===== config.mk =====
export PLATFORM = sky130hd
export DESIGN_NAME = uart_echo_top
export DESIGN_NICKNAME = d
export VERILOG_FILES = /design/src/uart_pkg.sv /design/src/hex_formatter.sv /design/src/rx_fifo.sv /design/src/tx_arbiter.sv /design/src/uart_echo_top.sv /design/src/uart_rx.sv /design/src/uart_tx.sv
export SDC_FILE = /design/constraint.sdc
export NUM_CORES = 1
export LEC_CHECK = 0
export BUFFER_PORTS_ARGS = -buffer_cell sky130_fd_sc_hd__buf_4
export CAP_MARGIN = 5
export CORE_MARGIN = 2
export CORE_UTILIZATION = 36
export DETAILED_ROUTE_END_ITERATION = 7
export MAX_ROUTING_LAYER = met4
export SYNTH_ARGS = -nofsm -noshare
export SYNTH_HDL_FRONTEND = slang
export SYNTH_HIERARCHICAL = 1
export SYNTH_SLANG_ARGS = --single-unit

===== constraint.sdc =====
create_clock -name clk -period 3.85 [get_ports clk]
set_clock_uncertainty 0.2 [all_clocks]
set_input_delay 0.385 -clock clk [delete_from_list [all_inputs] [get_ports clk]]
set_output_delay 0.385 -clock clk [all_outputs]
set_load 0.005 [all_outputs]

===== src/uart_pkg.sv =====
package uart_pkg;

    // character and value widths
    typedef logic [7:0]  byte_t;      // one serial character
    typedef logic [15:0] hex_val_t;   // debug value, printed as four hex digits
    typedef logic [15:0] baud_div_t;  // bit period in clk cycles
    typedef logic [2:0]  fifo_cnt_t;  // echo queue fill level 0..4

    localparam int DATA_BITS     = 8;                       // 8N1 framing
    localparam int RX_FIFO_DEPTH = 4;                       // echo queue capacity in bytes
    localparam int RX_FIFO_AW    = $clog2(RX_FIFO_DEPTH);   // pointer width
    localparam int HEX_FRAME_LEN = 6;                       // four digits then cr and lf
    localparam int HEX_IDX_W     = $clog2(HEX_FRAME_LEN);   // character index width

    // ascii codes used by the hex formatter
    localparam byte_t ASCII_0  = 8'h30;
    localparam byte_t ASCII_A  = 8'h41;
    localparam byte_t ASCII_CR = 8'h0D;
    localparam byte_t ASCII_LF = 8'h0A;

    // receiver fsm
    typedef enum logic [1:0] {
        RX_IDLE,
        RX_START,
        RX_DATA,
        RX_STOP
    } rx_state_t;

    // transmitter fsm
    typedef enum logic [1:0] {
        TX_IDLE,
        TX_START,
        TX_DATA,
        TX_STOP
    } tx_state_t;

endpackage


===== src/hex_formatter.sv =====
`timescale 1ns/1ns

module hex_formatter (
    input  logic               clk,
    input  logic               rst_n,
    input  logic               trigger,
    input  uart_pkg::hex_val_t hex_val,
    input  logic               hex_pop,
    output uart_pkg::byte_t    hex_char,
    output logic               hex_pending,
    output logic               hex_busy
);
    import uart_pkg::*;

    hex_val_t             val_q;    // value latched on the trigger
    logic [HEX_IDX_W-1:0] idx_q;    // current character in the frame
    logic                 busy_q;
    logic [3:0]           nib;      // nibble for the current digit

    // 0..9 then upper case A..F
    function automatic byte_t nib_to_ascii(input logic [3:0] n);
        if (n < 4'd10) begin
            return ASCII_0 + byte_t'(n);
        end
        return ASCII_A + byte_t'(n - 4'd10);
    endfunction

    assign hex_busy    = busy_q;
    assign hex_pending = busy_q;    // a character is always ready while a frame is open

    // most significant nibble first
    always_comb begin
        case (idx_q)
            HEX_IDX_W'(0): nib = val_q[15:12];
            HEX_IDX_W'(1): nib = val_q[11:8];
            HEX_IDX_W'(2): nib = val_q[7:4];
            default:       nib = val_q[3:0];
        endcase
    end

    always_comb begin
        case (idx_q)
            HEX_IDX_W'(4): hex_char = ASCII_CR;
            HEX_IDX_W'(5): hex_char = ASCII_LF;
            default:       hex_char = nib_to_ascii(nib);
        endcase
    end

    always_ff @(posedge clk) begin
        if (!rst_n) begin
            busy_q <= 1'b0;
            idx_q  <= '0;
        end else if (!busy_q) begin
            if (trigger) begin      // trigger while busy is ignored
                busy_q <= 1'b1;
                idx_q  <= '0;
            end
        end else if (hex_pop) begin
            if (idx_q == HEX_IDX_W'(HEX_FRAME_LEN - 1)) begin
                busy_q <= 1'b0;     // line feed taken, frame done
                idx_q  <= '0;
            end else begin
                idx_q <= idx_q + 1'b1;
            end
        end
    end

    always_ff @(posedge clk) begin
        if (trigger && !busy_q) begin
            val_q <= hex_val;
        end
    end

    a_pop_pending: assert property (@(posedge clk) disable iff (!rst_n)
        hex_pop |-> hex_pending);

endmodule


===== src/rx_fifo.sv =====
`timescale 1ns/1ns

module rx_fifo (
    input  logic            clk,
    input  logic            rst_n,
    input  logic            push,
    input  uart_pkg::byte_t push_data,
    input  logic            pop,
    output uart_pkg::byte_t pop_data,
    output logic            not_empty,
    output logic            overrun
);
    import uart_pkg::*;

    byte_t                 mem_q [RX_FIFO_DEPTH];  // circular storage
    logic [RX_FIFO_AW-1:0] wr_ptr_q;
    logic [RX_FIFO_AW-1:0] rd_ptr_q;
    fifo_cnt_t             cnt_q;                  // fill level
    logic                  full;
    logic                  do_push;
    logic                  do_pop;

    assign full      = (cnt_q == fifo_cnt_t'(RX_FIFO_DEPTH));
    assign not_empty = (cnt_q != '0);
    assign do_push   = push && !full;       // push into a full queue is lost
    assign do_pop    = pop && not_empty;
    assign pop_data  = mem_q[rd_ptr_q];     // oldest byte, shown without a pop

    always_ff @(posedge clk) begin
        if (do_push) begin
            mem_q[wr_ptr_q] <= push_data;
        end
    end

    always_ff @(posedge clk) begin
        if (!rst_n) begin
            wr_ptr_q <= '0;
            rd_ptr_q <= '0;
            cnt_q    <= '0;
            overrun  <= 1'b0;
        end else begin
            if (do_push) begin
                wr_ptr_q <= wr_ptr_q + 1'b1;   // wraps at the power-of-two depth
            end
            if (do_pop) begin
                rd_ptr_q <= rd_ptr_q + 1'b1;
            end
            case ({do_push, do_pop})
                2'b10:   cnt_q <= cnt_q + 3'd1;
                2'b01:   cnt_q <= cnt_q - 3'd1;
                default: cnt_q <= cnt_q;       // none or both
            endcase
            if (push && full) begin
                overrun <= 1'b1;               // sticky until reset
            end
        end
    end

    a_cnt_bound: assert property (@(posedge clk) disable iff (!rst_n)
        cnt_q <= fifo_cnt_t'(RX_FIFO_DEPTH));

    // the arbiter only pops after it has seen data
    a_no_empty_pop: assert property (@(posedge clk) disable iff (!rst_n)
        pop |-> not_empty);

endmodule


===== src/tx_arbiter.sv =====
`timescale 1ns/1ns

module tx_arbiter (
    input  logic            clk,
    input  logic            rst_n,
    input  logic            hex_pending,
    input  uart_pkg::byte_t hex_char,
    input  logic            fifo_not_empty,
    input  uart_pkg::byte_t fifo_data,
    input  logic            tx_busy,
    output logic            hex_pop,
    output logic            fifo_pop,
    output logic            tx_start,
    output uart_pkg::byte_t tx_data
);
    import uart_pkg::*;

    logic hold_q;      // start issued, tx_busy not seen yet
    logic pick_hex;    // hex source has fixed priority
    logic issue;

    assign pick_hex = hex_pending;
    assign issue    = !tx_busy && !hold_q && (hex_pending || fifo_not_empty);

    always_ff @(posedge clk) begin
        if (!rst_n) begin
            hex_pop  <= 1'b0;
            fifo_pop <= 1'b0;
            tx_start <= 1'b0;
            hold_q   <= 1'b0;
        end else begin
            hex_pop  <= issue && pick_hex;     // registered grant
            fifo_pop <= issue && !pick_hex;
            tx_start <= issue;                 // same cycle as the pop
            if (issue) begin
                hold_q <= 1'b1;
            end else if (tx_busy) begin
                hold_q <= 1'b0;                // transmitter has taken over
            end
        end
    end

    // character captured with the grant, before the source advances
    always_ff @(posedge clk) begin
        if (issue) begin
            tx_data <= pick_hex ? hex_char : fifo_data;
        end
    end

    a_one_pop: assert property (@(posedge clk) disable iff (!rst_n)
        !(hex_pop && fifo_pop));

endmodule


===== src/uart_echo_top.sv =====
`timescale 1ns/1ns

module uart_echo_top (
    input  logic                clk,
    input  logic                rst_n,
    input  uart_pkg::baud_div_t baud_div,
    input  logic                rx_pin,
    input  logic                trigger,
    input  uart_pkg::hex_val_t  hex_val,
    output logic                tx_pin,
    output logic                hex_busy,
    output logic                overrun,
    output logic                frame_err
);
    import uart_pkg::*;

    byte_t rx_byte;         // receiver to queue
    logic  rx_strobe;
    byte_t fifo_data;       // oldest queued byte
    logic  fifo_not_empty;
    logic  fifo_pop;
    byte_t hex_char;        // current frame character
    logic  hex_pending;
    logic  hex_pop;
    logic  tx_start;        // arbiter to transmitter
    byte_t tx_data;
    logic  tx_busy;

    uart_rx rx_i (
        .clk       (clk),
        .rst_n     (rst_n),
        .baud_div  (baud_div),
        .rx_pin    (rx_pin),
        .rx_byte   (rx_byte),
        .rx_strobe (rx_strobe),
        .frame_err (frame_err)
    );

    rx_fifo fifo_i (
        .clk       (clk),
        .rst_n     (rst_n),
        .push      (rx_strobe),
        .push_data (rx_byte),
        .pop       (fifo_pop),
        .pop_data  (fifo_data),
        .not_empty (fifo_not_empty),
        .overrun   (overrun)
    );

    hex_formatter hex_i (
        .clk         (clk),
        .rst_n       (rst_n),
        .trigger     (trigger),
        .hex_val     (hex_val),
        .hex_pop     (hex_pop),
        .hex_char    (hex_char),
        .hex_pending (hex_pending),
        .hex_busy    (hex_busy)
    );

    tx_arbiter arb_i (
        .clk            (clk),
        .rst_n          (rst_n),
        .hex_pending    (hex_pending),
        .hex_char       (hex_char),
        .fifo_not_empty (fifo_not_empty),
        .fifo_data      (fifo_data),
        .tx_busy        (tx_busy),
        .hex_pop        (hex_pop),
        .fifo_pop       (fifo_pop),
        .tx_start       (tx_start),
        .tx_data        (tx_data)
    );

    uart_tx tx_i (
        .clk      (clk),
        .rst_n    (rst_n),
        .baud_div (baud_div),
        .tx_start (tx_start),
        .tx_data  (tx_data),
        .tx_pin   (tx_pin),
        .tx_busy  (tx_busy)
    );

endmodule


===== src/uart_rx.sv =====
`timescale 1ns/1ns

module uart_rx (
    input  logic                clk,
    input  logic                rst_n,
    input  uart_pkg::baud_div_t baud_div,
    input  logic                rx_pin,
    output uart_pkg::byte_t     rx_byte,
    output logic                rx_strobe,
    output logic                frame_err
);
    import uart_pkg::*;

    logic [2:0] sync_q;     // [1:0] two-flop synchronizer, [2] previous synced level
    logic       rx_s;       // synchronized line
    logic       rx_fall;    // falling edge on the synced line
    rx_state_t  state_q;
    baud_div_t  cnt_q;      // counts down to the next bit centre
    logic [2:0] bit_q;      // data bit index
    byte_t      shift_q;    // lsb arrives first

    assign rx_s    = sync_q[1];
    assign rx_fall = sync_q[2] & ~sync_q[1];
    assign rx_byte = shift_q;   // stable while rx_strobe is high

    // line idles high, so the synchronizer resets to ones
    always_ff @(posedge clk) begin
        if (!rst_n) begin
            sync_q <= '1;
        end else begin
            sync_q <= {sync_q[1:0], rx_pin};
        end
    end

    always_ff @(posedge clk) begin
        if (!rst_n) begin
            state_q   <= RX_IDLE;
            cnt_q     <= '0;
            bit_q     <= '0;
            rx_strobe <= 1'b0;
            frame_err <= 1'b0;
        end else begin
            rx_strobe <= 1'b0;  // both strobes are single cycle
            frame_err <= 1'b0;
            case (state_q)
                RX_IDLE: begin
                    if (rx_fall) begin
                        state_q <= RX_START;
                        cnt_q   <= (baud_div >> 1) - 16'd1;  // half a bit to the centre
                    end
                end
                RX_START: begin
                    if (cnt_q != '0) begin
                        cnt_q <= cnt_q - 16'd1;
                    end else if (!rx_s) begin  // start bit still low at its centre
                        state_q <= RX_DATA;
                        cnt_q   <= baud_div - 16'd1;
                        bit_q   <= '0;
                    end else begin
                        state_q <= RX_IDLE;    // glitch, not a real start bit
                    end
                end
                RX_DATA: begin
                    if (cnt_q != '0) begin
                        cnt_q <= cnt_q - 16'd1;
                    end else begin
                        cnt_q <= baud_div - 16'd1;
                        bit_q <= bit_q + 3'd1;
                        if (bit_q == 3'(DATA_BITS - 1)) begin
                            state_q <= RX_STOP;
                        end
                    end
                end
                RX_STOP: begin
                    if (cnt_q != '0) begin
                        cnt_q <= cnt_q - 16'd1;
                    end else begin
                        state_q   <= RX_IDLE;
                        rx_strobe <= rx_s;    // good stop bit, byte is valid
                        frame_err <= ~rx_s;   // low stop bit drops the byte
                    end
                end
                default: state_q <= RX_IDLE;
            endcase
        end
    end

    // data bits shift in at each bit centre
    always_ff @(posedge clk) begin
        if (state_q == RX_DATA && cnt_q == '0) begin
            shift_q <= {rx_s, shift_q[7:1]};
        end
    end

    a_strobe_excl: assert property (@(posedge clk) disable iff (!rst_n)
        !(rx_strobe && frame_err));

endmodule


===== src/uart_tx.sv =====
`timescale 1ns/1ns

module uart_tx (
    input  logic                clk,
    input  logic                rst_n,
    input  uart_pkg::baud_div_t baud_div,
    input  logic                tx_start,
    input  uart_pkg::byte_t     tx_data,
    output logic                tx_pin,
    output logic                tx_busy
);
    import uart_pkg::*;

    tx_state_t  state_q;
    baud_div_t  cnt_q;      // cycles left in the current bit
    logic [2:0] bit_q;      // data bit index
    byte_t      shift_q;    // bit 0 is the one on the line

    assign tx_busy = (state_q != TX_IDLE);

    always_ff @(posedge clk) begin
        if (!rst_n) begin
            state_q <= TX_IDLE;
            cnt_q   <= '0;
            bit_q   <= '0;
            tx_pin  <= 1'b1;   // idle line is high
        end else begin
            case (state_q)
                TX_IDLE: begin
                    if (tx_start) begin
                        state_q <= TX_START;
                        cnt_q   <= baud_div - 16'd1;
                        tx_pin  <= 1'b0;             // start bit
                    end
                end
                TX_START: begin
                    if (cnt_q != '0) begin
                        cnt_q <= cnt_q - 16'd1;
                    end else begin
                        state_q <= TX_DATA;
                        cnt_q   <= baud_div - 16'd1;
                        bit_q   <= '0;
                        tx_pin  <= shift_q[0];       // lsb first
                    end
                end
                TX_DATA: begin
                    if (cnt_q != '0) begin
                        cnt_q <= cnt_q - 16'd1;
                    end else begin
                        cnt_q <= baud_div - 16'd1;
                        if (bit_q == 3'(DATA_BITS - 1)) begin
                            state_q <= TX_STOP;
                            tx_pin  <= 1'b1;         // stop bit
                        end else begin
                            bit_q  <= bit_q + 3'd1;
                            tx_pin <= shift_q[1];    // next bit, before the shift lands
                        end
                    end
                end
                TX_STOP: begin
                    if (cnt_q != '0) begin
                        cnt_q <= cnt_q - 16'd1;
                    end else begin
                        state_q <= TX_IDLE;          // line stays high
                    end
                end
                default: state_q <= TX_IDLE;
            endcase
        end
    end

    always_ff @(posedge clk) begin
        if (state_q == TX_IDLE && tx_start) begin
            shift_q <= tx_data;
        end else if (state_q == TX_DATA && cnt_q == '0) begin
            shift_q <= shift_q >> 1;
        end
    end

    // a start is only legal when idle, and busy follows one cycle later
    a_start_idle: assert property (@(posedge clk) disable iff (!rst_n)
        tx_start |-> !tx_busy ##1 tx_busy);

endmodule

# Word-level counts from Yosys, hierarchy flattened
# Memory sizes are Yosys's and may differ from the RTL's. A register that Yosys moved wholly into a read port is not among the register bits.
# Index checks and enable logic that the tools add are counted.
[word_totals] reg_bits=104 ramBits=32 input_bits=36 output_inout_bits=4 elab_cells=178 mem_count=1
[memory_table] name="fifo_i.mem_q" words=4 word_bits=8 rd=1 rd_clocked_by_memory_dff=1 write_ports=1 line="rx_fifo.sv:15" source="byte_t mem_q [RX_FIFO_DEPTH];"
[classes] addsub=14 n_lt_le_gt_ge=1 n_eq_ne=31 n_mux=60 bitwise=4 reduce_logical=43
[ops] cell="16-bit 2-to-1 mux" count=8
[ops] cell="16-bit one-hot mux with 4 select lines" count=1
[ops] cell="16-bit one-hot mux with 3 select lines" count=1
[ops] cell="16-bit by 1-bit subtractor with 16-bit output (second input constant)" count=3
[ops] cell="8-bit 2-to-1 mux" count=5
[ops] cell="16-bit zero test" count=2
[ops] cell="16-bit nonzero test" count=2
[ops] cell="3-bit 2-to-1 mux" count=10
[ops] cell="2-bit 2-to-1 mux" count=13
[ops] cell="2-bit != test (second input constant)" count=9
[ops] cell="3-bit one-hot mux with 2 select lines" count=3
[ops] cell="2-bit one-hot mux with 4 select lines" count=2
[ops] cell="8-bit one-hot mux with 2 select lines" count=1
[ops] cell="15-bit by 1-bit subtractor with 16-bit output (second input constant)" count=1
[ops] cell="3-bit equality test (second input constant)" count=5
[ops] cell="1-bit 2-to-1 mux" count=14
[ops] cell="2-bit nonzero test" count=7
[ops] cell="3-bit by 1-bit adder with 3-bit output (second input constant)" count=4
[ops] cell="2-bit by 1-bit != test with 1-bit output (second input constant)" count=6
[ops] cell="4-bit one-hot mux with 3 select lines" count=1
[ops] cell="4-bit AND reduction" count=3
[ops] cell="1-bit logical AND" count=11
[ops] cell="2-bit equality test (second input constant)" count=5
[ops] cell="5-bit AND reduction" count=2
[ops] cell="other kinds (22)" count=34

# Depth between registers and ports, before layout
[depth] depth_word=8 mapped_depth=11 ltp_nobuf=9

# By module
# The synthesis kept the hierarchy.
[modules_own_cells] mod="uart_rx" n_inst=1 cells_per_inst=331 area_each_um2=2635.0 seq_area_each_um2=760.7
[modules_own_cells] mod="uart_tx" n_inst=1 cells_per_inst=232 area_each_um2=2031.9 seq_area_each_um2=680.7
[modules_own_cells] mod="rx_fifo" n_inst=1 cells_per_inst=96 area_each_um2=1676.6 seq_area_each_um2=1161.1
[modules_own_cells] mod="hex_formatter" n_inst=1 cells_per_inst=109 area_each_um2=1178.6 seq_area_each_um2=560.5
[modules_own_cells] mod="tx_arbiter" n_inst=1 cells_per_inst=30 area_each_um2=471.7 seq_area_each_um2=320.3

# Least setup slack after synthesis
# OpenSTA, ideal clock, no wires.
[synth_timing] path_type="register to register" start="register hex_i.idx_q[1]" end="register arb_i.tx_data[4], data pin" setup_ns=0.260 t_arrival_ns=2.616 required_ns=3.390 path_slack_ns=0.774 path_stages_with_launch=11 path_buffers=1 period_less_slack_ns=3.076 cell_sequence="dfxtp_1 > buf_4 > mux2_1 > a22o_2 > a21oi_1 > inv_1 > ha_1 > and3b_1 > or4_1 > and3_1 > mux2_2"
[synth_via] elab_chain_len=8 elab_cells_between_ends=16 cone_classes="3 x add/sub; 1 x order compare; 4 x eq/ne; 7 x mux; 1 x reduce/logical"
[synth_lines] element="start: declaration" line="hex_formatter.sv:16" source="logic [HEX_IDX_W-1:0] idx_q;"
[synth_lines] element="start signal: assignment" line="hex_formatter.sv:63" source="idx_q <= idx_q + 1'b1;"
[synth_lines] element="branches (longest 6 deep; another with 7-bit by 8-bit adder with 8-bit output)"
[synth_lines] element="8-bit one-hot mux with 2 select lines *" line="hex_formatter.sv:42" source="case (idx_q)"
[synth_lines] element="net hex_char[4]" line="uart_echo_top.sv:22" source="byte_t hex_char;"
[synth_lines] element="8-bit 2-to-1 mux *" line="tx_arbiter.sv:46" source="tx_data <= pick_hex ? hex_char : fifo_data;"
[synth_lines] element="end signal: assignment" line="tx_arbiter.sv:46"
[synth_lines] element="end: declaration" line="tx_arbiter.sv:14" source="output uart_pkg::byte_t tx_data"
# Mark *: on every way through the listed nets, which the timed path passes. The select of a mux whose other input is x is not followed.
# A chain may end at the register's enable or synchronous reset.

# Worst setup path in the final report
# Same ends and word-level chain as after synthesis.

==> flow_metrics.env <==
export IMPL_dp_hpwl_mm=12.1
export IMPL_die_h_um=153
export IMPL_ctsResizeCount=0
export IMPL_dieArea_sq_um=23400
export IMPL_ys_ff_latch=138
export IMPL_grt_ovfl_total=0
export IMPL_grt_max_degree=51
export IMPL_drc_errors=0
export IMPL_fmaxAchievable_mhz=283
export IMPL_worstSetupPathType="reg -> reg"
export IMPL_status="completed"
export IMPL_worstHoldPathCells=2
export IMPL_synth_xor_area_frac=0.0603
export IMPL_leakage_nw=3.29
export IMPL_synth_warnings=6
export IMPL_synthMuxAreaShare=0.0571
export IMPL_ff2ff_setup_slack_ns=0.32
export IMPL_ys_types=91
export IMPL_first_global_vias=5922
export IMPL_fin_tns_setup_ns=0
export IMPL_dp_cells=1078
export IMPL_multi_input_area_sq_um=4140
export IMPL_rsz0062_at_grt="no"
export IMPL_clockBufferDepth=2
export IMPL_h_tree_depth=4
export IMPL_routabilityCongestion=0.848
export IMPL_finalCritPeriodShare=0.916
export IMPL_portBuffers=39
export IMPL_synth_top_family_by_area="simple AND/OR/NAND/NOR gates"
export IMPL_clock_latency_ns=0.42
export IMPL_syn_to_final_growth_pct=15.1
export IMPL_antenna_found_initial=0
export IMPL_slew_headroom=0.192
export IMPL_synth_compound_area_frac=0.161
export IMPL_final_cells=1127
export IMPL_fin_nets=899
export IMPL_synth_cells=798
export IMPL_synth_area_leaders="edfxtp_1, dfxtp_1, ha_1, xor2_1, o21ai_0"
export IMPL_synth_top_area_share=0.270
export IMPL_num_rows=54
export IMPL_grt_pass1_wl_mm=30.0
export IMPL_syn_nets=863
export IMPL_worstPathArrival_ns=3.49
export IMPL_syn_area_per_cell_sq_um=10.0
export IMPL_netlist_area_sq_um=7990
export IMPL_reg2reg_depth=9
export IMPL_via_per_inst=5.48
export IMPL_min_delay_start="trigger"
export IMPL_synth_edff_count=72
export IMPL_path_clk_slew_ns=0.06
export IMPL_cp_data_required_time_ns=3.81
export IMPL_cts_buffers_inserted=17
export IMPL_holdPathEnd="hex_i/hex_busy"
export IMPL_crit_path_start="hex_i/idx_q[1]"
export IMPL_routed_wl_mm=18.2
export IMPL_synthSimpleGateAreaFrac=0.193
export IMPL_hold_violations=0
export IMPL_hold_class="in -> reg"
export IMPL_drt_pass1_iter_count=5
export IMPL_start_util=0.366
export IMPL_p_per_area_nw_per_um2=578
export IMPL_maxCapViolations=0
export IMPL_die_w_um=153
export IMPL_finalSetupViolCount=0
export IMPL_synth_adder_area_share=0.0463
export IMPL_r2r_end="arb_i/tx_data[4]"
export IMPL_fp_coreArea_sq_um=21800
export IMPL_synth_top_cell_by_area="edfxtp_1"
export IMPL_synth_seq_area_share=0.436
export IMPL_postRouteAntennaNets=0
export IMPL_synth_ff_type="edfxtp_1"
export IMPL_drt_iter0_drc=582
export IMPL_layout_drive_gt1_share=0.152
export IMPL_regArea_sq_um=3480
export IMPL_nFillCells=2099
export IMPL_via_count=6173
export IMPL_startpoint_type="flip-flop"
export IMPL_root_buffer="clkbuf_16"
export IMPL_slew_viol_final=0
export IMPL_r2r_start="hex_i/idx_q[1]"
export IMPL_period_needed_ns=3.53
export IMPL_track_usage=0.161
export IMPL_ir_drop_mv=0.395
export IMPL_async_flop_share=0
export IMPL_pin_count=40
export IMPL_worst_path_max_fanout=12
export IMPL_avgRoutedWirePerCell_um=16.1
export IMPL_cts_tree="done"
export IMPL_cts_sinks=138
export IMPL_tightestPinTransition_ns=1.21
export IMPL_end_kind="flip-flop"
export IMPL_n_antenna_cell=0
## metal layers
metal / global-route usage / up-vias / routed length (um)
met2: 0.243 / 154 / 8420
met3: 0.0298 / 20 / 652
li1: - / 3031 / -
met4: 0.0507 / 0 / 231
met5: - / - / 0
met1: 0.221 / 2968 / 8870
## repair_timing
item                                   in CTS  in global routing
buffers inserted                            0                  0
endpoints found under the hold margin      17                  0
hold buffers                               17                  0
## stage by stage
stage | setup WS [ns] | util | area (sq um) | power [mW] | hold slack, ns
5_1_grt | 0.142 | 0.422 | 9200 | 5.64 | 0.0680
3_5_place_dp | 0.419 | 0.387 | 8440 | 3.65 | 0.198
2_1_floorplan | 0.774 | - | 7990 | 3.28 | 0.186
3_3_place_gp | 0.453 | 0.387 | 8440 | 3.64 | 0.193
4_1_cts | 0.367 | 0.422 | 9200 | 5.33 | 0.0635
6_report | 0.322 | 0.422 | 9200 | 5.32 | 0.0738
## power breakdown
| group | internal, mW | switching, mW |
|---|---|---|
| Clock | 1.02 | 0.628 |
| Sequential | 1.72 | 0.156 |
| Combinational | 0.686 | 1.11 |
| Total | 3.42 | 1.90 |
## critical path, stage by stage (launching register included)
cell      delay [ns]
dfxtp_1         0.58
nor2_2          0.13
mux2_4          0.31
a222oi_1        0.56
inv_1           0.11
ha_1            0.35
and3b_1         0.24
or4_1           0.38
and3_1          0.14
mux2_2          0.26
## cells by family (layout without fill, tap and decap cells)
kind of cell,after synthesis,in the layout
simple gates,284,284
compound gates,180,180
xor+xnor,55,55
other cells,1,1
flops,138,138
fa+ha+maj,29,29
mux,33,33
buf+inv,78,127
## area by class of cell
class / instances / share of cell area
Clock inverter: 11 / 0.0160
Multi-Input combinational cell: 582 / 0.450
Tap cell: 280 / 0.0381
Sequential cell: 138 / 0.379
Clock buffer: 21 / 0.0479
Inverter: 32 / 0.0131
Timing Repair Buffer: 63 / 0.0560
## cells in the mapped netlist (3+ instances only)
master	n
a21boi_0	8
a21o_1	3
a21oi_1	33
a31oi_1	6
a32o_1	16
and2_1	10
and3_1	7
buf_2	13
buf_4	5
buf_6	4
clkbuf_1	22
dfxtp_1	66
edfxtp_1	72
ha_1	28
inv_1	32
mux2_2	16
mux2i_1	7
mux4_2	8
nand2_1	67
nand2b_1	8
nand3_1	33
nand3b_1	3
nand4_1	9
nand4b_1	3
nor2_1	46
nor2b_1	14
nor3_1	30
nor3b_1	6
nor4_1	13
o211ai_1	18
o21ai_0	52
o22ai_1	4
o32ai_1	4
or2_2	3
or3_1	6
or4_1	7
xnor2_1	20
xor2_1	35
## worst max-delay path by stage
stage | end | slack [ns] | depth (start not counted)
2_1_floorplan | arb_i/tx_data[4] | 0.77 | 10
6_report | arb_i/tx_data[4] | 0.32 | 9
3_3_place_gp | arb_i/tx_data[4] | 0.45 | 9
4_1_cts | arb_i/tx_data[4] | 0.37 | 9
5_1_grt | arb_i/tx_data[4] | 0.14 | 9
3_5_place_dp | arb_i/tx_data[4] | 0.42 | 9
## registers in the layout (all words and copies together), names as in the netlist, 2 cells and up, named ones only
| register | flops |
|---|---|
| arb_i/tx_data | 8 |
| fifo_i/cnt_q | 3 |
| fifo_i/mem_q | 32 |
| fifo_i/rd_ptr_q | 2 |
| fifo_i/wr_ptr_q | 2 |
| hex_i/idx_q | 3 |
| hex_i/val_q | 16 |
| rx_i/bit_q | 3 |
| rx_i/cnt_q | 16 |
| rx_i/rx_byte | 8 |
| rx_i/sync_q | 3 |
| tx_i/bit_q | 3 |
| tx_i/cnt_q | 16 |
| tx_i/shift_q | 8 |
| tx_i/state_q | 2 |
## placed cells by master, fill, tap and decap left out, types with 18 or more instances in the layout
cell      netlist  final
a21oi_1        33     33
nor2_1         46     46
nor3_1         30     30
buf_4           5     46
inv_1          32     32
nand2_1        67     67
dfxtp_1        66     66
xor2_1         35     35
edfxtp_1       72     72
o211ai_1       18     18
xnor2_1        20     20
ha_1           28     28
nand3_1        33     33
o21ai_0        52     52
Power figures use the tool's default switching activity.
